`config.mk`:
```
export PLATFORM = sky130hd
export DESIGN_NAME = wb_arbiter_flat
export DESIGN_NICKNAME = d
export VERILOG_FILES = /design/src/wb_cfg_pkg.sv /design/src/wb_bus_if.sv /design/src/wb_arbiter.sv /design/src/flat_wrapper.sv
export SDC_FILE = /design/constraint.sdc
export NUM_CORES = 1
export LEC_CHECK = 0
export BUFFER_PORTS_ARGS = -buffer_cell sky130_fd_sc_hd__buf_4
export CAP_MARGIN = 30
export CORE_AREA = 3 3 112 114
export DETAILED_ROUTE_END_ITERATION = 16
export DIE_AREA = 0 0 115 117
export HOLD_SLACK_MARGIN = 0.02
export PLACE_DENSITY = 0.58
export SLEW_MARGIN = 20
export SYNTH_ARGS = -nofsm -noshare
export SYNTH_HDL_FRONTEND = slang
export SYNTH_SLANG_ARGS = --single-unit
```
`constraint.sdc`:
```
create_clock -name wb_clk_i -period 2.47 [get_ports wb_clk_i]
set_clock_uncertainty 0.05 [all_clocks]
set_input_delay 0 -clock wb_clk_i [delete_from_list [all_inputs] [get_ports wb_clk_i]]
set_output_delay 0 -clock wb_clk_i [all_outputs]
set_load 0.01 [all_outputs]
```
`src/wb_cfg_pkg.sv`:
```
package wb_cfg_pkg;

  // ##############################
  // bus geometry
  // ##############################

  localparam int num_masters = 3;
  // wide enough for any master index
  localparam int mid_w = 2;

  localparam int adr_w = 32;
  localparam int dat_w = 16;
  localparam int sel_w = 2;

  // ##############################
  // slave sizes
  // ##############################

  // word address bits 8:1 select the word
  localparam int ram_words = 256;

  // arbiter FSM
  typedef enum logic {
    arb_idle = 1'b0,
    arb_busy = 1'b1
  } arb_state_e;

endpackage

```
`src/wb_bus_if.sv`:
```
`timescale 1ns/1ns

interface wb_bus_if;

  logic                             cyc;
  logic                             stb;
  logic                             we;
  logic [wb_cfg_pkg::sel_w-1:0]     sel;
  logic [wb_cfg_pkg::adr_w-1:0]     adr;
  logic [wb_cfg_pkg::dat_w-1:0]     dat_w;
  logic [wb_cfg_pkg::dat_w-1:0]     dat_r;
  logic                             ack;
  logic                             err;

  modport master (
    output cyc, stb, we, sel, adr, dat_w,
    input  dat_r, ack, err
  );

  modport slave (
    input  cyc, stb, we, sel, adr, dat_w,
    output dat_r, ack, err
  );

endinterface

```
`src/wb_arbiter.sv`:
```
`timescale 1ns/1ns

module wb_arbiter (
  input  logic                                               wb_clk_i,
  input  logic                                               wb_rst_i,
  input  logic [wb_cfg_pkg::num_masters-1:0]                 wbm_cyc_i,
  input  logic [wb_cfg_pkg::num_masters-1:0]                 wbm_stb_i,
  input  logic [wb_cfg_pkg::num_masters-1:0]                 wbm_we_i,
  input  logic [wb_cfg_pkg::num_masters*wb_cfg_pkg::sel_w-1:0] wbm_sel_i,
  input  logic [wb_cfg_pkg::num_masters*wb_cfg_pkg::adr_w-1:0] wbm_adr_i,
  input  logic [wb_cfg_pkg::num_masters*wb_cfg_pkg::dat_w-1:0] wbm_dat_i,
  input  logic [wb_cfg_pkg::num_masters-1:0]                 wbm_mask_i,
  output logic [wb_cfg_pkg::num_masters*wb_cfg_pkg::dat_w-1:0] wbm_dat_o,
  output logic [wb_cfg_pkg::num_masters-1:0]                 wbm_ack_o,
  output logic [wb_cfg_pkg::num_masters-1:0]                 wbm_err_o,
  wb_bus_if.master                                           bus_o,
  output logic                                               grant_stb_o,
  output logic [wb_cfg_pkg::mid_w-1:0]                       grant_id_o
);

  logic [wb_cfg_pkg::num_masters-1:0] pending_q;
  logic [wb_cfg_pkg::mid_w-1:0]       active_q;
  logic                               cyc_q;
  wb_cfg_pkg::arb_state_e             state_q;

  // last pending master wins
  function automatic logic [wb_cfg_pkg::mid_w-1:0] pick_master(
    input logic [wb_cfg_pkg::num_masters-1:0] req
  );
    logic [wb_cfg_pkg::mid_w-1:0] id;
    id = '0;
    for (int i = 0; i < wb_cfg_pkg::num_masters; i++) begin
      if (req[i]) begin
        id = wb_cfg_pkg::mid_w'(i);
      end
    end
    return id;
  endfunction

  always_ff @(posedge wb_clk_i) begin
    if (wb_rst_i) begin
      pending_q <= '0;
      active_q  <= '0;
      cyc_q     <= 1'b0;
      state_q   <= wb_cfg_pkg::arb_idle;
    end else begin
      cyc_q     <= 1'b0;
      pending_q <= pending_q | (wbm_cyc_i & wbm_stb_i & wbm_mask_i);
      // the response clears the granted bit even if its request is still held
      if (bus_o.ack || bus_o.err) begin
        pending_q[active_q] <= 1'b0;
        state_q             <= wb_cfg_pkg::arb_idle;
      end
      if (state_q == wb_cfg_pkg::arb_idle && |pending_q) begin
        cyc_q    <= 1'b1;
        state_q  <= wb_cfg_pkg::arb_busy;
        active_q <= pick_master(pending_q);
      end
    end
  end

  // ##############################
  // shared bus side
  // ##############################

  assign bus_o.cyc   = cyc_q;
  assign bus_o.stb   = cyc_q;
  assign bus_o.we    = wbm_we_i[active_q];
  assign bus_o.sel   = wbm_sel_i[active_q*wb_cfg_pkg::sel_w +: wb_cfg_pkg::sel_w];
  assign bus_o.adr   = wbm_adr_i[active_q*wb_cfg_pkg::adr_w +: wb_cfg_pkg::adr_w];
  assign bus_o.dat_w = wbm_dat_i[active_q*wb_cfg_pkg::dat_w +: wb_cfg_pkg::dat_w];

  assign grant_stb_o = cyc_q;
  assign grant_id_o  = active_q;

  // responses go back to the granted master only
  for (genvar i = 0; i < wb_cfg_pkg::num_masters; i++) begin : g_resp
    logic own;
    assign own = (active_q == wb_cfg_pkg::mid_w'(i));
    assign wbm_ack_o[i] = own & bus_o.ack;
    assign wbm_err_o[i] = own & bus_o.err;
    assign wbm_dat_o[i*wb_cfg_pkg::dat_w +: wb_cfg_pkg::dat_w] = own ? bus_o.dat_r : '0;
  end

  a_ack_err_excl: assert property (
    @(posedge wb_clk_i) disable iff (wb_rst_i) !(bus_o.ack && bus_o.err)
  );

  // busy from the grant through the response cycle
  a_cyc_from_idle: assert property (
    @(posedge wb_clk_i) disable iff (wb_rst_i)
    $rose(cyc_q) |-> !$past(cyc_q, 2)
  );

endmodule

```
`src/flat_wrapper.sv`:
```
// flat-port wrapper written by rule: the top's interface ports become plain ports
module wb_arbiter_flat 
  (wb_clk_i, wb_rst_i, wbm_cyc_i, wbm_stb_i, wbm_we_i, wbm_sel_i, wbm_adr_i, wbm_dat_i, wbm_mask_i, wbm_dat_o, wbm_ack_o, wbm_err_o, grant_stb_o, grant_id_o, bus_o_cyc, bus_o_stb, bus_o_we, bus_o_sel, bus_o_adr, bus_o_dat_w, bus_o_dat_r, bus_o_ack, bus_o_err);
  wb_bus_if bus_o_i ();
  input  logic wb_clk_i;
  input  logic wb_rst_i;
  input  logic [wb_cfg_pkg::num_masters-1:0] wbm_cyc_i;
  input  logic [wb_cfg_pkg::num_masters-1:0] wbm_stb_i;
  input  logic [wb_cfg_pkg::num_masters-1:0] wbm_we_i;
  input  logic [wb_cfg_pkg::num_masters*wb_cfg_pkg::sel_w-1:0] wbm_sel_i;
  input  logic [wb_cfg_pkg::num_masters*wb_cfg_pkg::adr_w-1:0] wbm_adr_i;
  input  logic [wb_cfg_pkg::num_masters*wb_cfg_pkg::dat_w-1:0] wbm_dat_i;
  input  logic [wb_cfg_pkg::num_masters-1:0] wbm_mask_i;
  output logic [wb_cfg_pkg::num_masters*wb_cfg_pkg::dat_w-1:0] wbm_dat_o;
  output logic [wb_cfg_pkg::num_masters-1:0] wbm_ack_o;
  output logic [wb_cfg_pkg::num_masters-1:0] wbm_err_o;
  output logic grant_stb_o;
  output logic [wb_cfg_pkg::mid_w-1:0] grant_id_o;
  output wire logic [$bits(bus_o_i.cyc)-1:0] bus_o_cyc;
  output wire logic [$bits(bus_o_i.stb)-1:0] bus_o_stb;
  output wire logic [$bits(bus_o_i.we)-1:0] bus_o_we;
  output wire logic [$bits(bus_o_i.sel)-1:0] bus_o_sel;
  output wire logic [$bits(bus_o_i.adr)-1:0] bus_o_adr;
  output wire logic [$bits(bus_o_i.dat_w)-1:0] bus_o_dat_w;
  input wire logic [$bits(bus_o_i.dat_r)-1:0] bus_o_dat_r;
  input wire logic [$bits(bus_o_i.ack)-1:0] bus_o_ack;
  input wire logic [$bits(bus_o_i.err)-1:0] bus_o_err;
  assign bus_o_cyc = bus_o_i.cyc;
  assign bus_o_stb = bus_o_i.stb;
  assign bus_o_we = bus_o_i.we;
  assign bus_o_sel = bus_o_i.sel;
  assign bus_o_adr = bus_o_i.adr;
  assign bus_o_dat_w = bus_o_i.dat_w;
  assign bus_o_i.dat_r = bus_o_dat_r;
  assign bus_o_i.ack = bus_o_ack;
  assign bus_o_i.err = bus_o_err;
  wb_arbiter u_core (.wb_clk_i(wb_clk_i), .wb_rst_i(wb_rst_i), .wbm_cyc_i(wbm_cyc_i), .wbm_stb_i(wbm_stb_i), .wbm_we_i(wbm_we_i), .wbm_sel_i(wbm_sel_i), .wbm_adr_i(wbm_adr_i), .wbm_dat_i(wbm_dat_i), .wbm_mask_i(wbm_mask_i), .wbm_dat_o(wbm_dat_o), .wbm_ack_o(wbm_ack_o), .wbm_err_o(wbm_err_o), .bus_o(bus_o_i), .grant_stb_o(grant_stb_o), .grant_id_o(grant_id_o));
endmodule
```
### Word level (Yosys, flattened, before mapping)

Index checks and enable logic that the tools add are counted.

| word-level totals | value |
|---|---|
| register bits after elaboration | 7 |
| bits of input ports | 182 |
| output and inout bits | 110 |
| logic and storage cells | 42 |

| operators by class | value |
|---|---|
| magnitude comparators | 2 |
| eq/ne operators | 2 |
| shift-type cells | 3 |
| multiplexer cells | 13 |
| bitwise operators | 12 |
| reduce and logical (&&, ||, !) cells | 6 |

Operator list:

| cell | count |
|---|---|
| $shiftx 96x8->32 | 1 |
| $mux 16 | 3 |
| $shiftx 48x7->16 | 1 |
| $and 3x3->3 | 3 |
| $and 1x1->1 | 6 |
| $mux 1 | 6 |
| $shiftx 6x4->2 | 1 |
| $lt 2x3->1 const B | 1 |
| $mux 3 | 1 |
| $not 3->3 | 1 |
| $or 3x3->3 | 1 |
| $reduce_or 3->1 | 1 |
| $bmux 1 s2 | 1 |
| $demux 1 s2 | 1 |
| $eq 2x1->1 const B | 1 |
| $eq 2x2->1 const B | 1 |
| $ge 2x1->1 const B | 1 |
| $logic_and 1x1->1 | 2 |
| $logic_not 2->1 | 1 |
| $mux 2 | 1 |
| $reduce_bool 2->1 | 1 |
| $logic_or 1x1->1 | 1 |
| $not 1->1 | 1 |

### Longest topological paths before layout

Gate-level depths: netlist of run 1.

| depth | value |
|---|---|
| depth after elaboration | 7 |
| mapped depth | 6 |
| gate-level depth less buffers | 3 |

### Least setup slack after synthesis of run 1

No wires, ideal clock.

| timing path | value |
|---|---|
| kind | register to output |
| start point | register u_core.active_q (netlist bit u_core.grant_id_o[1]) |
| end point | output port bus_o_adr[10] |
| data arrival time | 1,088 ps |
| data required time | 2,420 ps |
| setup slack | 1,332 ps |
| stages on the path, launching flop included | 7 |
| path buffers | 3 |
| path through | dfxtp_1 > buf_6 > nor2b_4 > buf_6 > buf_6 > nand2_1 > o21ai_0 |

| on the way | value |
|---|---|
| longest elaborated chain between the ends | 1 |

RTL lines:

| what | line | text |
|---|---|---|
| from (decl) | wb_arbiter.sv:22 | `logic [wb_cfg_pkg::mid_w-1:0] active_q;` |
| from (signal assigned) | wb_arbiter.sv:57 | `active_q <= pick_master(pending_q);` |
| $shiftx 96x8->32 | wb_arbiter.sv:70 | `assign bus_o.adr = wbm_adr_i[active_q*wb_cfg_pkg::adr_w +: wb_cfg_pkg::adr_w];` |
| to (decl) | flat_wrapper.sv:23 | `output wire logic [$bits(bus_o_i.adr)-1:0] bus_o_adr;` |

No other way between the ends.

### Worst setup path in the final report of run 1

| timing path | value |
|---|---|
| start point | register u_core.active_q (netlist bit u_core.grant_id_o[0]) |
| end point | output port wbm_dat_o[24] (netlist name) |

| on the way | value |
|---|---|
| longest elaborated chain between the ends | 2 |

RTL lines:

| what | line | text |
|---|---|---|
| $eq 2x1->1 | wb_arbiter.sv:79 | `assign own = (active_q == wb_cfg_pkg::mid_w'(i));` |
| $mux 16 | wb_arbiter.sv:82 | `assign wbm_dat_o[i*wb_cfg_pkg::dat_w +: wb_cfg_pkg::dat_w] = own ? bus_o.dat_r : '0;` |
| to (decl) | flat_wrapper.sv:14 | `output logic [wb_cfg_pkg::num_masters*wb_cfg_pkg::dat_w-1:0] wbm_dat_o;` |

No other way between the ends.

==> flow_summary.ini, run 1 <==
[sta]
fin_ws_ns = 0.679
post-route-min-period_ns = 1.79
fin_crit_sh_pct = 72.5
slew_headroom_pct = 62.7
tightest_slew_ns = 0.560
setup_viol = 0
maxSlewViolCount = 0
setup_tns_ns = 0
rsz0062_at_grt = no
fmax_ghz = 0.558
hold_viol_final = 0

[finish]
drive_gt1_share_pct = 56.9
antenna_cells = 0
nNetsFinal = 723
fin_cells = 683
area_growth_pct = 127

[placement]
gp_congestion = 0.746
place_inst = 676
pre_cts_ws_ns = 0.507
dp_hpwl_mm = 8.26
port-buffer-count = 291

[min_path]
hold_class = in2reg
min_from = wbm_mask_i[1]
whs_endpoint = u_core.pending_q[1]
holdPathStages = 3

[yosys]
synth_edf_count = 0
syn_nets = 445
yosysWarnings = 0
synth.most_common_cell = and2_1
yosysSeqAreaShare_pct = 7.75
ys.flop_type = dfxtp_1
synth.top_cells.by_area = mux2i_1 28%, and2_1 19%, o21ai_0 13%
synth_area_leader_cell = mux2i_1
synthTopCellsByCount = 54 x and2_1, 52 x nand2_1, 51 x mux2i_1
ys_async_sr_fraction_pct = 0
ys_ff_latch = 7
syn_area_per_cell_um2 = 6.88
synth_cell_types = 27
synth_cells = 263
syn_area_um2 = 1810
synth.top_cell.area_share_pct = 28.2

[die]
rows = 39
dieArea_um2 = 13500
die_h_um = 117
core_um2 = 11500
initial_core_util_pct = 15.7
io_pins = 292
die_w_um = 115

[worst_setup_path]
r2r_end = u_core.pending_q[1]
r2r_cells = 4
path_delay_family = buffers and inverters
worstPathArrival_ns = 1.74
worstSetupPathType = reg2out
slowest_stage = buf_4
path_depth = 5
r2r_setup_slack_ns = 0.94
critPathCaptureType = output port
crit_path_frequent_cell = buf_4
r2r-start = u_core.grant_id_o[0]
startpoint_type = flop
cp.required_ns = 2.42
path_buf_inv = 3
cpPeakStageDelay_ns = 0.39
crit_chain = buf_4 > inv_2 > nor2_4 > and2_1 > buf_4
cp_max_fo = 25

[cts]
clock_tree.root_cell = clkbuf_16
htreeDepth = 1
cts_setup_buffers = 0
post_cts_resized = 0
path_clk_slew_ns = 0.04
cts-buffers-inserted = 3
clock_path_buffers = 2
cts_tree = yes
insertion_delay_ns = 0.23
cts.sink_count = 7

[global_routing]
track_usage_pct = 12.9
grt_overflow = 0
grt_pass1_vias = 2914
grt_pass1_wl_mm = 14.3
antenna_found_initial = 0
grt_max_degree = 56

[drt]
drt-total-wl_mm = 10.2
wl_per_cell_um = 14.9
drc_errors = 0
antenna_left = 0
routed-via-count = 2934
dr.pass1.iters = 4
via_per_inst = 4.30
first_iter_violations = 103

[pwr]
p_per_area_nw_per_um2 = 313
p_leak_nw = 1.96
totalPowerFinal_w = 0.00129
vdd_ir_drop_max_mv = 0.316

[run_status]
status = finished, final reports clean

[flow_run]
max-cap-violations = 0
## cell type report
class	count	area [um2]
Sequential cell	7	145
Inverter	2	7.51
Timing Repair Buffer	298	2250
Multi-Input combinational cell	229	1450
Fill cell	1208	7400
Clock buffer	4	78.8
Tap cell	143	179
## stage by stage
| step | cell area [um2] | util (%) | hold slack [ns] |
|---|---|---|---|
| floorplan | 1810 | - | 0.0726 |
| finish | 4120 | 35.7 | 0.0285 |
| CTS | 4100 | 35.6 | 0.0263 |
| global route | 4120 | 35.7 | 0.0511 |
| detailed placement | 4000 | 34.7 | 0.182 |
| global placement | 4000 | 34.7 | 0.178 |
## flip-flops by register name (all words and copies together), names as in the netlist
register / count
u_core.pending_q: 3
u_core.state_q: 1
u_core.grant_id_o: 2
u_core.bus_o.cyc: 1
## worst max path at each step
stage / start / to / slack, ns
after floorplan: u_core.grant_id_o[1] / bus_o_adr[10] / 1.33
after global placement: u_core.grant_id_o[0] / bus_o_adr[24] / 0.60
after detailed placement: u_core.grant_id_o[1] / bus_o_adr[16] / 0.51
after CTS: u_core.grant_id_o[0] / bus_o_adr[16] / 0.25
after global routing: u_core.grant_id_o[0] / wbm_dat_o[24] / 0.53
final: u_core.grant_id_o[0] / wbm_dat_o[24] / 0.68
## layer usage
layer / part of all wire, % / GRT usage (%)
met1: 36 / 13.8
met2: 54 / 26.2
met3: 9.5 / 3.08
met4: 1.0 / 1.56
met5: 0 / 0
## cells by family after synthesis
group	synth area share, %
and+or+nand+nor	33.7
AOI/OAI and AO/OA	18.2
muxes	28.2
buffers and inverters	12.1
DFF	7.75
## power breakdown
group	internal (W)	switching (W)	total, W	leakage, nW
combinational	0.000508	0.000374	0.000882	1.86
clock	0.000215	0.0000625	0.000277	0.0382
sequential	0.000122	0.00000904	0.000131	0.0584
total	0.000845	0.000445	0.00129	1.96
## timing repair
| item | 4_1_cts | 5_1_grt |
|---|---|---|
| hold buffers | 2 | 0 |
| hold endpoints to repair | 7 | 0 |
| setup endpoints to repair | 0 | 0 |
## worst register-to-register path, stage by stage (launching register included)
cell and delay [ns]:
dfxtp_4 0.35, buf_4 0.39, inv_2 0.10, nor2_4 0.34, a221oi_1 0.15
## cell usage in the layout, fill, tap and decap left out
cell type,count
buf_4,295
and2_1,54
nand2_1,52
mux2i_1,51
o21ai_0,47
o21ai_1,5
dfxtp_1,5
clkbuf_16,3
nor2_4,2
a31oi_1,2
nor2_1,2
a211oi_1,2
nor3_1,2
dlygate4sd3_1,2
nor2b_4,1
inv_2,1
or2_2,1
a211oi_2,1
inv_1,1
o22ai_1,1
o2bb2ai_1,1
nand3_1,1
a221oi_1,1
nor4_1,1
nand2b_1,1
a21oi_1,1
clkbuf_1,1
buf_12,1
dfxtp_4,1
dfxtp_2,1
No activity file was read; power rests on OpenSTA's default activity.
==> inputs of run 2 (changes only) <==
--- a/config.mk
+++ b/config.mk
@@ -5,13 +5,14 @@
 export SDC_FILE = /design/constraint.sdc
 export NUM_CORES = 1
 export LEC_CHECK = 0
+export ABC_AREA = 1
 export BUFFER_PORTS_ARGS = -buffer_cell sky130_fd_sc_hd__buf_4
 export CAP_MARGIN = 30
-export CORE_AREA = 3 3 112 114
+export CORE_AREA = 3 3 111 113
 export DETAILED_ROUTE_END_ITERATION = 16
-export DIE_AREA = 0 0 115 117
+export DIE_AREA = 0 0 114 116
 export HOLD_SLACK_MARGIN = 0.02
-export PLACE_DENSITY = 0.58
+export PLACE_DENSITY = 0.59
 export SLEW_MARGIN = 20
 export SYNTH_ARGS = -nofsm -noshare
 export SYNTH_HDL_FRONTEND = slang
==> constraint.sdc (replaced) <==
create_clock -name wb_clk_i -period 1.5 [get_ports wb_clk_i]
set_clock_uncertainty 0.05 [all_clocks]
set_input_delay 0 -clock wb_clk_i [delete_from_list [all_inputs] [get_ports wb_clk_i]]
set_output_delay 0 -clock wb_clk_i [all_outputs]
set_load 0.01 [all_outputs]
==> run 2 against run 1 <==
  * Sequential share of layout area about the same
  * Via count increased by 9.0%
  * Critical endpoint is now bus_o_adr[10]
  * Global-route usage is 0.23 points higher
  * Largest power group unchanged
  * Non-clock buffer count rose by 7
  * Synthesized cell count grew 29%
  * Core utilization down 0.57 points
==> flow_summary.ini, run 2 <==
[run_status]
status = finished, final reports clean

[die]
die_h_um = 116
initial_core_util_pct = 14.0
io_pins = 292
rows = 39
core_um2 = 11400
dieArea_um2 = 13200
die_w_um = 114

[placement]
pre_cts_ws_ns = 0.298
gp_congestion = 0.812
place_inst = 760
dp_hpwl_mm = 8.35
port-buffer-count = 291

[yosys]
synth_top_family_by_area = simple AND/OR/NAND/NOR gates
synth_simple_gate_area_share_pct = 69.4
ys_async_sr_fraction_pct = 0
synth_cell_types = 11
synth.top_cell.area_share_pct = 38.1
synth_compound_area_share_pct = 2.35
syn_area_per_cell_um2 = 4.70
ys_ff_latch = 7
synth_edf_count = 0
ys.flop_type = dfxtp_1
syn_area_um2 = 1600
synth_fa_ha_area_share_pct = 0
yosysWarnings = 0
synth_cells = 340
synthTopCellsByCount = 162 x nand2_1, 60 x nor2_1, 55 x nand3_1
synth_area_leader_cell = nand2_1
yosysSeqAreaShare_pct = 8.78
synth.most_common_cell = nand2_1
synth.top_cells.by_area = nand2_1 38%, nand3_1 17%, nor2_1 14%
synth_mux_area_share_pct = 0
syn_nets = 522
synthXorXnorAreaFrac_pct = 0

[pwr]
p_comb_share_pct = 68.1
power_frac_seq_pct = 10.0
power_switching_w = 0.000741
p_per_area_nw_per_um2 = 517
p_int_w = 0.00133
switching_share_pct = 35.7
vdd_ir_drop_max_mv = 0.601
pwr-share-clk_pct = 21.9
p_leak_nw = 2.30

[worst_setup_path]
worstPathArrival_ns = 1.34
startpoint_type = flop
cp.required_ns = 1.45
cp_max_fo = 23
critPathCaptureType = output port
crit_path_frequent_cell = nand2_1
worstSetupPathType = reg2out
slowest_stage = dfxtp_1
cpPeakStageDelay_ns = 0.37
crit_chain = inv_1 > nand2_1 > inv_2 > buf_12 > nand2_1 > nand3_1 > buf_4

[cts]
htreeDepth = 1
path_clk_slew_ns = 0.04
cts-buffers-inserted = 3
clock_path_buffers = 2
cts_setup_buffers = 0
cts_tree = yes
insertion_delay_ns = 0.23
clock_tree.root_cell = clkbuf_16
cts.sink_count = 7

[finish]
largest_reg_flops = 3
regArea_um2 = 141
multi_input_comb_area_um2 = 1150
final_common_cell = buf_4
nNetsFinal = 809
drive_gt1_share_pct = 49.0
layout_common_cells = 294 x buf_4, 162 x nand2_1, 60 x nor2_1
fin_cells = 769
top_register = u_core.pending_q
antenna_cells = 0
area_growth_pct = 151
fillers = 1232

[flow_run]
max-cap-violations = 0

[sta]
slew_headroom_pct = 82.4
setup_tns_ns = 0
hold_viol_final = 0
tightest_slew_ns = 0.264
maxSlewViolCount = 0
fmax_ghz = 0.717
setup_viol = 0
fin_crit_sh_pct = 92.9
holdWs_ns = 0.0224
rsz0062_at_grt = no
post-route-min-period_ns = 1.39
fin_ws_ns = 0.106

[min_path]
hold_class = in2reg

[drt]
dr.pass1.iters = 4
drc_errors = 0
antenna_left = 0
via_per_inst = 4.16
routed-via-count = 3198
wl_per_cell_um = 13.0
drt-total-wl_mm = 10.0
first_iter_violations = 79

[global_routing]
grt_overflow = 0
track_usage_pct = 13.2
grt_pass1_wl_mm = 14.4
grt_max_degree = 30
antenna_found_initial = 0
grt_pass1_vias = 3024
-- run 2: metal layers --
metal  track usage (%)  wire, um
met5                 0         0
met3              1.93       872
met1              15.5      3750
met4              2.77       113
met2              25.3      5300
-- run 2: area by class of cell --
| type | count | area share [%] |
|---|---|---|
| Sequential cell | 7 | 3.52 |
| Clock buffer | 4 | 1.96 |
| Inverter | 27 | 2.52 |
| Multi-Input combinational cell | 283 | 28.5 |
| Tap cell | 143 | 4.46 |
| Timing Repair Buffer | 305 | 59.0 |
-- run 2: final timing paths --
check | depth (start not counted) | from | to | slack (ns)
max | 7 | u_core.grant_id_o[0] | bus_o_adr[10] | 0.11
min | 3 | wbm_mask_i[2] | u_core.pending_q[2] | 0.02
max reg2reg | 5 | u_core.grant_id_o[0] | u_core.pending_q[0] | 0.33
min reg2reg | 2 | u_core.pending_q[0] | u_core.pending_q[0] | 0.42
-- run 2: stage by stage --
stage | utilization (%) | total power, W | cell area [um2]
CTS | 35.1 | 0.00210 | 4010
global route | 35.2 | 0.00223 | 4020
floorplan | - | 0.000759 | 1600
finish | 35.2 | 0.00207 | 4020
detailed placement | 34.0 | 0.00163 | 3880
global placement | 34.0 | 0.00161 | 3880
-- run 2: kinds of logic after synthesis --
| kind of cell | Yosys count |
|---|---|
| simple gates | 277 |
| flops | 7 |
| compound gates | 6 |
| buf+inv | 50 |
-- run 2: worst max-delay path: cells and delay by family, from the launching register on --
kind                   cells  cell delay, ns
buffers and inverters      4            0.47
flip-flops                 1            0.37
AND/OR/NAND/NOR            3            0.26
-- run 2: what timing repair did --
action                     4_1_cts  5_1_grt
gates resized for setup          0        2
hold buffers                     5        0
hold endpoints to repair         7        0
setup endpoints to repair        0       27
-- run 2: power by group through the flow --
stage | clock network (W) | registers, W | logic [W]
after global routing | 0.000471 | 0.000209 | 0.00155
after global placement | 0 | 0.000209 | 0.00140
final | 0.000455 | 0.000208 | 0.00141
after CTS | 0.000457 | 0.000208 | 0.00143
after detailed placement | 0 | 0.000210 | 0.00142
after floorplan | 0 | 0.000210 | 0.000549
