### src/wb_cfg_pkg.sv
package wb_cfg_pkg;

  // ##############################
  // bus geometry
  // ##############################

  localparam int num_masters = 3;
  // wide enough for any master index
  localparam int mid_w = 2;

  localparam int adr_w = 32;
  localparam int dat_w = 16;
  localparam int sel_w = 2;

  // ##############################
  // slave sizes
  // ##############################

  // word address bits 8:1 select the word
  localparam int ram_words = 256;

  // arbiter FSM
  typedef enum logic {
    arb_idle = 1'b0,
    arb_busy = 1'b1
  } arb_state_e;

endpackage

### src/wb_map_pkg.sv
package wb_map_pkg;

  // region field in the byte address
  localparam int region_hi = 31;
  localparam int region_lo = 28;

  // counter index inside region 1, word address bits
  localparam int stat_off_hi = 2;
  localparam int stat_off_lo = 1;

  // region_none is only a tag, the decoder never casts the field
  typedef enum logic [region_hi-region_lo:0] {
    region_ram  = 4'd0,
    region_stat = 4'd1,
    region_none = 4'd15
  } region_e;

endpackage

### src/wb_bus_if.sv
`timescale 1ns/1ns

interface wb_bus_if;

  logic                             cyc;
  logic                             stb;
  logic                             we;
  logic [wb_cfg_pkg::sel_w-1:0]     sel;
  logic [wb_cfg_pkg::adr_w-1:0]     adr;
  logic [wb_cfg_pkg::dat_w-1:0]     dat_w;
  logic [wb_cfg_pkg::dat_w-1:0]     dat_r;
  logic                             ack;
  logic                             err;

  modport master (
    output cyc, stb, we, sel, adr, dat_w,
    input  dat_r, ack, err
  );

  modport slave (
    input  cyc, stb, we, sel, adr, dat_w,
    output dat_r, ack, err
  );

endinterface

### src/wb_stat_regs.sv
`timescale 1ns/1ns

module wb_stat_regs (
  input  logic                          wb_clk_i,
  input  logic                          wb_rst_i,
  wb_bus_if.slave                       bus_i,
  input  logic                          grant_stb_i,
  input  logic [wb_cfg_pkg::mid_w-1:0]  grant_id_i
);

  logic [wb_cfg_pkg::dat_w-1:0] cnt_q [wb_cfg_pkg::num_masters];
  logic [wb_map_pkg::stat_off_hi-wb_map_pkg::stat_off_lo:0] idx;
  logic [wb_cfg_pkg::dat_w-1:0] dat_q;
  logic                         ack_q;
  logic                         err_q;
  logic                         hit;
  logic                         valid;

  assign idx   = bus_i.adr[wb_map_pkg::stat_off_hi:wb_map_pkg::stat_off_lo];
  assign hit   = bus_i.cyc & bus_i.stb;
  assign valid = (int'(idx) < wb_cfg_pkg::num_masters);

  always_ff @(posedge wb_clk_i) begin
    if (wb_rst_i) begin
      ack_q <= 1'b0;
      err_q <= 1'b0;
      for (int k = 0; k < wb_cfg_pkg::num_masters; k++) begin
        cnt_q[k] <= '0;
      end
    end else begin
      ack_q <= hit && valid;
      err_q <= hit && !valid;
      // a clear wins over this edge's grant
      for (int k = 0; k < wb_cfg_pkg::num_masters; k++) begin
        if (hit && valid && bus_i.we && int'(idx) == k) begin
          cnt_q[k] <= '0;
        end else if (grant_stb_i && int'(grant_id_i) == k) begin
          cnt_q[k] <= cnt_q[k] + 1'b1;
        end
      end
    end
  end

  // value before this edge's increment
  always_ff @(posedge wb_clk_i) begin
    if (hit && valid) begin
      dat_q <= cnt_q[idx];
    end
  end

  assign bus_i.ack   = ack_q;
  assign bus_i.err   = err_q;
  assign bus_i.dat_r = dat_q;

  a_only_stat_region: assert property (
    @(posedge wb_clk_i) disable iff (wb_rst_i)
    hit |-> bus_i.adr[wb_map_pkg::region_hi:wb_map_pkg::region_lo] == wb_map_pkg::region_stat
  );

endmodule

### src/flat_wrapper.sv
// flat-port wrapper written by rule: the top's interface ports become plain ports
module wb_stat_regs_flat 
  (wb_clk_i, wb_rst_i, grant_stb_i, grant_id_i, bus_i_cyc, bus_i_stb, bus_i_we, bus_i_sel, bus_i_adr, bus_i_dat_w, bus_i_dat_r, bus_i_ack, bus_i_err);
  wb_bus_if bus_i_i ();
  input  logic wb_clk_i;
  input  logic wb_rst_i;
  input  logic grant_stb_i;
  input  logic [wb_cfg_pkg::mid_w-1:0] grant_id_i;
  input wire logic [$bits(bus_i_i.cyc)-1:0] bus_i_cyc;
  input wire logic [$bits(bus_i_i.stb)-1:0] bus_i_stb;
  input wire logic [$bits(bus_i_i.we)-1:0] bus_i_we;
  input wire logic [$bits(bus_i_i.sel)-1:0] bus_i_sel;
  input wire logic [$bits(bus_i_i.adr)-1:0] bus_i_adr;
  input wire logic [$bits(bus_i_i.dat_w)-1:0] bus_i_dat_w;
  output wire logic [$bits(bus_i_i.dat_r)-1:0] bus_i_dat_r;
  output wire logic [$bits(bus_i_i.ack)-1:0] bus_i_ack;
  output wire logic [$bits(bus_i_i.err)-1:0] bus_i_err;
  assign bus_i_i.cyc = bus_i_cyc;
  assign bus_i_i.stb = bus_i_stb;
  assign bus_i_i.we = bus_i_we;
  assign bus_i_i.sel = bus_i_sel;
  assign bus_i_i.adr = bus_i_adr;
  assign bus_i_i.dat_w = bus_i_dat_w;
  assign bus_i_dat_r = bus_i_i.dat_r;
  assign bus_i_ack = bus_i_i.ack;
  assign bus_i_err = bus_i_i.err;
  wb_stat_regs u_core (.wb_clk_i(wb_clk_i), .wb_rst_i(wb_rst_i), .bus_i(bus_i_i), .grant_stb_i(grant_stb_i), .grant_id_i(grant_id_i));
endmodule
### config.mk
export PLATFORM = sky130hd
export DESIGN_NAME = wb_stat_regs_flat
export DESIGN_NICKNAME = d
export VERILOG_FILES = /design/src/wb_cfg_pkg.sv /design/src/wb_map_pkg.sv /design/src/wb_bus_if.sv /design/src/wb_stat_regs.sv /design/src/flat_wrapper.sv
export SDC_FILE = /design/constraint.sdc
export NUM_CORES = 1
export LEC_CHECK = 0
export BUFFER_PORTS_ARGS = -buffer_cell sky130_fd_sc_hd__buf_4
export CAP_MARGIN = 0
export CORE_MARGIN = 3
export CORE_UTILIZATION = 30
export DETAILED_ROUTE_END_ITERATION = 12
export GPL_TIMING_DRIVEN = 0
export PLACE_DENSITY_LB_ADDON = 0.08
export SKIP_LAST_GASP = 1
export SYNTH_ARGS = -nofsm -noshare
export SYNTH_HDL_FRONTEND = slang
export SYNTH_SLANG_ARGS = --single-unit
### constraint.sdc
create_clock -name wb_clk_i -period 5.15 [get_ports wb_clk_i]
set_input_delay 1.03 -clock wb_clk_i [delete_from_list [all_inputs] [get_ports wb_clk_i]]
set_output_delay 1.03 -clock wb_clk_i [all_outputs]
set_load 0.1 [all_outputs]
# Yosys cells after proc, flatten, opt, wreduce, memory -nomap -nowiden
# Memory sizes are Yosys's and may differ from the RTL's. A register that Yosys moved wholly into a read port is not among the register bits.
# Index checks and enable logic that the tools add are counted.
[totals]
out_inout_bits = 18
register_bits = 2
mem_count = 1
mem_bits_rw = 48
[classes]
reduce_logical = 12
n_bitwise = 7
addsub = 3
muxes = 29
order_cmp = 1
n_eq_ne = 4
[memory_table]
columns = ["name", "words", "word_bits", "read_ports", "rd_ports_with_merged_regs", "wr", "line", "text"]
rows = [
  ["u_core.cnt_q", 3, 16, 4, 1, 3, "wb_stat_regs.sv:11", "logic [wb_cfg_pkg::dat_w-1:0] cnt_q [wb_cfg_pkg::num_masters];"],
]
[op_table]
columns = ["op", "count"]
rows = [
  ["$mux W16", 6],
  ["$add A16 B1 Y16 const B", 3],
  ["$mux W1", 23],
  ["$logic_and A1 B1 Y1", 9],
  ["$eq A2 B2 Y1 const B", 4],
  ["$or A1 B1 Y1", 6],
  ["$logic_not A2 Y1", 2],
  ["$lt A2 B2 Y1 const B", 1],
  ["$and A1 B1 Y1", 1],
  ["$logic_not A1 Y1", 1],
]

# Logic depth before layout (Yosys ltp)
# Gate-level depths: netlist (run 1).
[depth]
ltp_word = 9
depth_mapped = 6
ltp_nobuf = 5

# Worst setup path after synthesis (run 1)
# OpenSTA, ideal clock, no wires.
[synth_timing]
path_type = "input to register"
startpoint = "input bus_i_adr[1]"
endpoint = "memory u_core.cnt_q[0][0] in the netlist's numbering (enable)"
n_path_buf = 0
setup_time_ns = 0.411
cell_stages = 2
arrival_ns = 2.454
path_slack_ns = 2.285
cell_sequence = "nand4b_1 o21ai_0"
[synth_rtl]
columns = ["item", "line", "text"]
rows = [
  ["from (decl)", "flat_wrapper.sv:13", "input wire logic [$bits(bus_i_i.adr)-1:0] bus_i_adr;"],
  ["to (decl)", "wb_stat_regs.sv:11", ""],
]

==> impl_results.md, run 1 <==
- Starting Density: 31.30%
- # rows: 38
- Net switching power: around 350 uW
- Worst Path Arrival: just over 3 ns
- Global route overflow: 0
- GRT Util Overall: between 10% and 20%
- Measured slew at the worst slew-check pin: ~0.90 ns
- Max Transition Viols Final: 0
- FMAX: ~310 MHz
- Worst setup margin: slightly below 2 ns
- Synth Register Bits: 66
- Antenna Violating Nets Remaining: 0
- Chip width: 113.5 um
- Final design area excluding fillers: slightly above 4000 um^2
- CP Cell Sequence: buf_4, nand4b_1, o2111ai_1, clkbuf_1, nand2_1
- Internal Pwr Total: roughly 990 uW
- Worst setup startpoint: bus_i_adr[1]
- Grt met3 use: 3.448%
- Avg WL per Cell: 16.79 um
- Post-CTS Hold Fix Bufs: 0
- CTS tree: done
- Num ports: 76
- Leak: around 0.0014 uW
- Initial DRC count: 117
- Worst-case vdd ir drop: ~0.00017 V
- Fill cells: 1110
- PwrDens: approximately 320 nW/um^2
- DRC Markers: 0
- Routed WL: 8463 um
- Slew HR: between 40 and 50%
- Placer Congestion: 0.7577
- Clk_lat worst skew: about 0.33 ns
- Chip height: ~110 um
- Clock Skew: 0.004660 ns
- Final nets: 420
- Share of layout cells above drive strength 1: between 10% and 20%
- Clock share of power: about two fifths
- Port bufs: 27
- Avg Synthesized Cell Area: 10.83 um^2
- Reg clk slew, reported paths: 0.05 ns
- TritonCTS sink count: 66
- Post-Syn Instances: between 300 and 400
- Crit path kind: in2reg
- Yosys warnings: 0
- Source of the worst hold timing path: u_core.cnt_q[2][14]$_SDFFCE_PN0P_
- Final Hold Fails: 0
- Logic gate share of total power: 10.5%
- Area Overhead vs Synth: 18.91%
- Mapped Nets: 381
- Flop pwr share: a little under 50%
- Yosys cell types: between 40 and 50
- DR vias: 2473
- Fin crit share: approximately 62%
- Status: complete, no violations
- Root Driver: clkbuf_16
- Number of enable flip-flop cells after synthesis: 64
- Max H-tree Level: 3
- Fin Setup TNS: 0 ns
- Register area share after synthesis: roughly 57%
- Fin crit period: approximately 3.2 ns
- CTS buffer count: 9
- Vias in the first global route: between 2000 and 3000
- Asr flop ratio synth: 0%
- Final core utilization: between 30% and 40%
- Critical register-to-register path startpoint: u_core.cnt_q[2][0]$_SDFFCE_PN0P_
- Die area: between 10000 and 15000 um^2
- Req. time, crit path: roughly 5.1 ns
- CP Launch Type: input pin
- GRT met1 Usage: a little under a fifth
- Largest net degree at the start of global routing: 17
- Pre-CTS WS: 1.543 ns
- Crit path max-delay cell type: o2111ai_1
- First-pass GRT wire length: 13710 um
- Hold/Removal Path Class: reg2reg
- Area after DPL: slightly below 4000 um^2
- Post-Syn Area: between 3000 and 4000 um^2
- Max-Cap Viols: 0
- Setup crit end kind: register
- Longest Clk Path Bufs: 2
- Sw frac: 26.01%
- First-pass iteration count of the detailed router: 4
- Post-CTS sizing: 0
- DR vias/cell: roughly 4.9
- Post-detail-place hpwl: 6239 um
- GRT Max-Usage Layer: met2
- Grt met2 use: approximately 22%
- Antenna Cells: 0
- Ys flop type: edfxtp_1
- Post-CTS Setup Repair Bufs: 0
- CP Max Fanout: 16
- Unrepaired setup endpoints after global routing: false
- CP peak stage delay: 0.60 ns
- Final setup fails: 0
- Antenna violations before repair: 0
- Core area: ~11000 um^2
[metrics by stage]
| step | cells | power, uW | hold slack [ns] |
|---|---|---|---|
| 5_1_grt | 504 | 1384 | 0.6632 |
| 6_report | 504 | 1331 | 0.6354 |
| 3_3_place_gp | 487 | 804.7 | 0.6117 |
| 2_1_floorplan | 320 | 756.0 | 0.5315 |
| 4_1_cts | 504 | 1351 | 0.6269 |
| 3_5_place_dp | 488 | 806.5 | 0.6177 |
[kinds of logic after synthesis]
logic type               share of synthesized area [%]
AO/OA/AOI/OAI                                    6.640
flip-flops                                       56.59
multiplexers                                     4.619
XOR/XNOR                                         8.336
AND/OR/NAND/NOR                                  20.86
adder cells (fa/ha/maj)                          1.083
buffers and inverters                            1.876
[Yosys cell counts, types with 2 or more instances]
master / number / area [um^2]
a21oi_1: 9 / 45.04
and2_1: 2 / 12.51
and4_1: 3 / 26.28
buf_2: 3 / 15.01
clkbuf_1: 6 / 22.52
dfxtp_1: 2 / 40.04
edfxtp_1: 64 / 1922
ha_1: 3 / 37.54
inv_1: 5 / 18.77
mux2i_1: 16 / 160.2
nand2_1: 35 / 131.4
nand3_1: 16 / 80.08
nand4_1: 8 / 50.05
nand4b_1: 2 / 17.52
nor2_1: 43 / 161.4
nor3_1: 8 / 40.04
nor4_1: 11 / 68.82
o21ai_0: 23 / 115.1
or3_1: 6 / 37.54
or4_1: 2 / 15.01
xnor2_1: 25 / 219.0
xor2_1: 8 / 70.07
[routing by layer]
metal	wire [um]	vias to the layer above	share of wire [%]
li1	-	1265	-
met1	4266	1155	50
met2	3787	42	45
met3	255	11	3.0
met4	153	0	1.8
met5	0	-	0
[flip-flops by register name, indices dropped and copies added, names as in the netlist]
signal,count
u_core.bus_i.dat_r,16
u_core.cnt_q,48
u_core.bus_i.ack,1
u_core.bus_i.err,1
[path summary, 6_finish.rpt]
path / slack, ns / end / cells after the start
setup reg to reg: 3.28 / u_core.cnt_q[2][14]$_SDFFCE_PN0P_ / 5
hold / removal: 0.64 / u_core.bus_i.dat_r[14]$_DFFE_PN_ / 2
hold reg to reg: 0.64 / u_core.bus_i.dat_r[14]$_DFFE_PN_ / 2
setup / recovery: 1.95 / u_core.cnt_q[2][11]$_SDFFCE_PN0P_ / 5
[area by class of cell]
class / count / area (um^2) / share of cell area (%)
sequential: 66 / 1962 / 47.59
multi-input combinational: 238 / 1448 / 35.11
clock inverter: 4 / 18.77 / 0.4552
tap: 140 / 175.2 / 4.249
buffer: 11 / 46.29 / 1.123
inverter: 5 / 18.77 / 0.4552
clock buffer: 12 / 236.5 / 5.736
timing repair buffer: 28 / 217.7 / 5.281
[power by group through the flow]
stage | logic (uW) | clock network (uW) | registers (uW)
after floorplan | 58.2 | 0 | 698
after global placement | 139 | 0 | 666
after detailed placement | 141 | 0 | 665
after CTS | 142 | 555 | 654
after global routing | 151 | 574 | 659
final | 139 | 538 | 654
[critical path: cells and delay by family]
family / cells / cell delay [ns]
compound gates: 1 / 0.60
simple gates: 2 / 0.87
buf+inv: 2 / 0.59
[cell usage in the layout, fill, tap and decap left out, drive strengths merged, types with 2 or more instances in the layout]
cell type | synthesis | routed
clkbuf | 7 | 19
edfxtp | 64 | 64
dfxtp | 2 | 2
clkinv | 0 | 4
or4 | 2 | 2
and4 | 3 | 3
or3 | 8 | 8
xnor2 | 25 | 25
nand3 | 17 | 17
nand4b | 2 | 2
nor4 | 11 | 11
ha | 3 | 3
nand2 | 35 | 35
buf | 4 | 32
nor2 | 43 | 43
inv | 5 | 5
a21oi | 9 | 9
xor2 | 8 | 8
nand4 | 8 | 8
and2 | 2 | 2
o21ai | 24 | 24
nor3 | 8 | 8
mux2i | 16 | 16
No activity file was read; power rests on OpenSTA's default activity.
==> run 2, diff against run 1 <==
==> constraint.sdc (replaced) <==
create_clock -name wb_clk_i -period 2.6 [get_ports wb_clk_i]
set_input_delay 0.52 -clock wb_clk_i [delete_from_list [all_inputs] [get_ports wb_clk_i]]
set_output_delay 0.52 -clock wb_clk_i [all_outputs]
set_load 0.1 [all_outputs]
==> impl_results.md, run 2 (synthesis results as in run 1) <==
- Global route overflow: 0
- CP Max Fanout: 16
- Area Overhead vs Synth: 19.16%
- Crit path kind: in2reg
- WHS Endpoint: u_core.bus_i.ack$_SDFF_PP0_
- FMAX: approximately 440 MHz
- Final design area excluding fillers: a little over 4000 um^2
- Post-detail-place hpwl: 6239 um
- Fin Setup TNS: 0 ns
- Root Driver: clkbuf_16
- Multi-input logic area: ~1500 um^2
- Antenna Violating Nets Remaining: 0
- Num ports: 76
- Antenna Cells: 0
- First-pass iteration count of the detailed router: 4
- Core area: 11080 um^2
- Measured slew at the worst slew-check pin: 0.8928 ns
- Setup crit end kind: register
- Worst-case vdd ir drop: 0.0003398 V
- Max reg flops: 48
- Chip height: about 110 um
- Placer Congestion: approximately 0.76
- TritonCTS sink count: between 60 and 70
- CTS buffer count: 9
- Routed WL: 8470 um
- GRT Util Overall: roughly 14%
- Port bufs: 27
- Final setup fails: 0
- Critical register-to-register path startpoint: u_core.cnt_q[2][0]$_SDFFCE_PN0P_
- R2R depth: 5
- Max H-tree Level: 3
- DR vias/cell: ~4.9
- Req. time, crit path: around 2.6 ns
- Clock Skew: 0.004420 ns
- Initial DRC count: roughly 120
- Unrepaired setup endpoints after global routing: false
- Pre-CTS WS: -0.4966 ns
- Post-CTS Setup Repair Bufs: 0
- DRC Markers: 0
- Chip width: around 110 um
- Share of layout cells above drive strength 1: 14.01%
- Antenna violations before repair: 0
- Register area: just under 2000 um^2
- R2R Path End: u_core.cnt_q[2][14]$_SDFFCE_PN0P_
- CTS tree: done
- Final nets: 420
- Hold/Removal Path Class: in2reg
- DR vias: around 2500
- Slew HR: between 40 and 50%
- Final Hold Fails: 0
- Avg WL per Cell: between 15 and 20 um
- Area after DPL: a little under 4000 um^2
- Worst Path Arrival: between 2 and 2.5 ns
- Fill cells: 1109
- Reg2reg setup slack: between 0.7 and 0.8 ns
- # rows: 38
- Clk_lat worst skew: between 0.3 and 0.4 ns
- Commonest non-fill, non-tap cell in the layout: edfxtp_1
- Source of the worst hold timing path: wb_rst_i
- Final Power: ~2600 uW
- WHS Path Cells: 2
- Largest net degree at the start of global routing: 17
- Max-Cap Viols: 0
- Fin crit share: 88.29%
- PwrDens: approximately 640 nW/um^2
- Status: complete, no violations
- Longest Clk Path Bufs: 2
- Starting Density: a little under a third
- Post-CTS Hold Fix Bufs: 0
- Worst setup margin: between 0.3 and 0.4 ns
- Top reg by flops: u_core.cnt_q
- Fin crit period: roughly 2.3 ns
- Die area: 12880 um^2
- CP Launch Type: input pin
- Vias in the first global route: 2505
- Max Transition Viols Final: 0
- First-pass GRT wire length: 13710 um
- Leak: between 0.001 and 0.0015 uW
- Reg clk slew, reported paths: about 0.050 ns
- Most frequent cells in the layout: edfxtp_1 (64), nor2_1 (43), nand2_1 (34)
-- run 2: cell counts in the layout (fill, tap and decap cells not counted) --
No cell type changed its count.
-- run 2: final cells by class --
| cell class | instances | area share, % |
|---|---|---|
| tap | 140 | 4.240 |
| timing repair buffer | 28 | 5.270 |
| clock buffer | 12 | 5.724 |
| multi-input combinational | 238 | 35.25 |
| inverter | 5 | 0.4543 |
| clock inverter | 4 | 0.4543 |
| sequential | 66 | 47.49 |
| buffer | 11 | 1.121 |
-- run 2: worst max path at each step --
stage	endpoint	cells after the start	start
3_5_place_dp	u_core.cnt_q[2][9]$_SDFFCE_PN0P_	5	bus_i_adr[1]
4_1_cts	u_core.cnt_q[2][11]$_SDFFCE_PN0P_	5	bus_i_adr[1]
5_1_grt	u_core.cnt_q[2][14]$_SDFFCE_PN0P_	5	bus_i_adr[1]
2_1_floorplan	u_core.cnt_q[0][0]$_SDFFCE_PN0P_	2	bus_i_adr[1]
3_3_place_gp	u_core.cnt_q[0][9]$_SDFFCE_PN0P_	3	bus_i_adr[1]
6_report	u_core.cnt_q[2][11]$_SDFFCE_PN0P_	5	bus_i_adr[1]
-- run 2: what timing repair did --
item | 4_1_cts | 5_1_grt
gates cloned | 0 | 0
gates resized for setup | 1 | 1
setup endpoints to repair | 16 | 16
-- run 2: critical path, stage by stage --
cell and delay [ns]:
buf_4 0.11, nand4b_1 0.30, o2111ai_2 0.42, clkbuf_1 0.49, nand2_2 0.41
-- run 2: through the flow --
stage | utilization (%) | instances | hold WS [ns]
global route | 37.29 | 504 | 0.4186
floorplan | - | 320 | 0.5315
CTS | 37.24 | 504 | 0.4055
detailed placement | 34.91 | 488 | 0.6177
finish | 37.29 | 504 | 0.4185
global placement | 34.71 | 487 | 0.6117
-- run 2: metal layers --
layer	GRT usage [%]	share of wire [%]	wire, um	up-vias
met5	0	0	0	-
met4	4.968	1.8	153	0
met3	3.448	3.3	278	11
met2	21.55	45	3788	44
met1	18.98	50	4250	1159
li1	-	-	-	1263
-- run 2: power breakdown --
part / switching (uW) / total, uW / internal [uW]
clock: 427 / 1060 / 637
combinational: 196 / 277 / 81.1
sequential: 62.4 / 1300 / 1230
total: 686 / 2640 / 1950
==> run 3, diff against run 2 <==
==> constraint.sdc (replaced) <==
create_clock -name wb_clk_i -period 2.6 [get_ports wb_clk_i]
set_input_delay 0.26 -clock wb_clk_i [delete_from_list [all_inputs] [get_ports wb_clk_i]]
set_output_delay 0.26 -clock wb_clk_i [all_outputs]
set_load 0.1 [all_outputs]
==> impl_results.md, run 3 (synthesis results as in run 1) <==
- Status: complete, no violations
- Root Driver: clkbuf_16
- Antenna violations before repair: 0
- CP Cell Sequence: buf_4, nand4b_1, o2111ai_1, clkbuf_1, nand2_2
- Initial DRC count: between 100 and 150
- Reg clk slew, reported paths: roughly 0.050 ns
- CTS tree: done
- Multi-input logic area: between 1000 and 1500 um^2
- Final Hold Fails: 0
- Worst-case vdd ir drop: roughly 0.00034 V
- Req. time, crit path: approximately 2.6 ns
- GRT Util Overall: ~14%
- Final nets: 420
- Post-detail-place hpwl: between 6000 and 7000 um
- Reg2reg setup slack: around 0.72 ns
- Measured slew at the worst slew-check pin: about 0.9 ns
- DRC Markers: 0
- Share of layout cells above drive strength 1: 13.74%
- Pre-CTS WS: -0.2366 ns
- Clk_lat worst skew: between 0.3 and 0.4 ns
- R2R depth: 5
- Starting Density: a little under a third
- Port bufs: 27
- Global route overflow: 0
- Clock Skew: about 0.0047 ns
- Avg WL per Cell: between 15 and 20 um
- Fin crit share: 84.34%
- Crit path kind: in2reg
- Routed WL: about 8500 um
- Max H-tree Level: 3
- PwrDens: 639.1 nW/um^2
- WHS Endpoint: u_core.bus_i.ack$_SDFF_PP0_
- Longest Clk Path Bufs: 2
- Fin Setup TNS: 0 ns
- Critical register-to-register path startpoint: u_core.cnt_q[2][0]$_SDFFCE_PN0P_
- Worst setup startpoint: bus_i_adr[1]
- Fill cells: 1109
- Largest net degree at the start of global routing: 17
- Post-CTS Setup Repair Bufs: 0
- Crit path buffers/inverters: 2
- Chip height: roughly 110 um
- Max-Cap Viols: 0
- Max Transition Viols Final: 0
- Register area: just under 2000 um^2
- Num ports: 76
- TritonCTS sink count: 66
- Crit path max-delay cell type: o2111ai_1
- Final setup fails: 0
- Top reg by flops: u_core.cnt_q
- # rows: 38
- Vias in the first global route: between 2000 and 3000
- Source of the worst hold timing path: wb_rst_i
- Hold/Removal Path Class: in2reg
- Unrepaired setup endpoints after global routing: false
- Family with the most delay on the worst path: simple AND/OR/NAND/NOR gates
- Placer Congestion: 0.7577
- CP peak stage delay: 0.60 ns
- Min Hold Slack: around 0.16 ns
- CP Max Fanout: 16
- First-pass GRT wire length: about 14000 um
- DR vias: approximately 2500
- CTS buffer count: 9
- First-pass iteration count of the detailed router: 5
- Chip width: 113.5 um
- Commonest non-fill, non-tap cell in the layout: edfxtp_1
- Area Overhead vs Synth: 18.98%
- FMAX: between 400 and 500 MHz
- Setup crit end kind: register
- Worst Path Arrival: 2.17 ns
- CP Launch Type: input pin
- Core area: around 11000 um^2
- Most frequent cells in the layout: edfxtp_1 (64), nor2_1 (43), nand2_1 (34)
- Slew HR: between 40 and 50%
- Fin crit period: 2.193 ns
- Die area: 12880 um^2
- Antenna Violating Nets Remaining: 0
- Max reg flops: 48
- R2R Path End: u_core.cnt_q[2][14]$_SDFFCE_PN0P_
- WHS Path Cells: 2
- DR vias/cell: about 4.9
- Leak: roughly 0.0014 uW
- Worst setup margin: between 0.4 and 0.5 ns
- Antenna Cells: 0
run 3: cell count changes in the layout (fill, tap and decap cells not counted):
cell / before / now
o2111ai_1: 0 / 1
o2111ai_2: 1 / 0
run 3: worst max path at each step:
stage                                                    to  slack (ns)  depth (start not counted)
after global routing      u_core.cnt_q[2][14]$_SDFFCE_PN0P_        0.20                          5
final                      u_core.cnt_q[2][4]$_SDFFCE_PN0P_        0.41                          5
after floorplan            u_core.cnt_q[0][0]$_SDFFCE_PN0P_        0.50                          2
after global placement     u_core.cnt_q[0][9]$_SDFFCE_PN0P_       -0.38                          3
after detailed placement   u_core.cnt_q[2][9]$_SDFFCE_PN0P_       -0.24                          5
after CTS                 u_core.cnt_q[2][10]$_SDFFCE_PN0P_        0.08                          5
run 3: where the power goes:
part / internal (uW) / leakage (uW) / switching, uW
logic: 80.9 / 0.000563 / 196
clock network: 637 / 0.000128 / 427
registers: 1230 / 0.000672 / 62.4
total: 1950 / 0.00136 / 685
run 3: final cells by class:
type                            instances  share of cell area, %
Multi-Input combinational cell        238                  35.15
Timing Repair Buffer                   28                  5.278
Inverter                                5                 0.4550
Buffer                                 11                  1.122
Clock buffer                           12                  5.732
Clock inverter                          4                 0.4550
Tap cell                              140                  4.246
Sequential cell                        66                  47.56
run 3: timing repair:
action | 4_1_cts | 5_1_grt
hold buffers | 0 | 0
endpoints found under the setup margin | 0 | 16
gates resized for setup | 0 | 1
run 3: worst reg2reg max path, cell delays in order, from the launching register on:
cell and delay [ns]:
edfxtp_1 0.41, ha_1 0.23, nand2_1 0.18, or3_1 0.42, or3_1 0.35, a21oi_1 0.13
run 3: metrics by stage:
step | total power (uW) | cell area, um^2 | util [%] | cells
after floorplan | 1497 | 3467 | - | 320
after global placement | 1594 | 3845 | 34.71 | 487
after detailed placement | 1597 | 3867 | 34.91 | 488
after CTS | 2676 | 4123 | 37.21 | 504
after global routing | 2741 | 4125 | 37.24 | 504
final | 2637 | 4125 | 37.24 | 504
run 3: per-layer routing:
layer | global-route usage [%] | wire [um] | vias up
li1 | - | - | 1265
met1 | 18.98 | 4248 | 1165
met2 | 21.55 | 3813 | 40
met3 | 3.448 | 249 | 11
met4 | 4.968 | 153 | 0
met5 | 0 | 0 | -
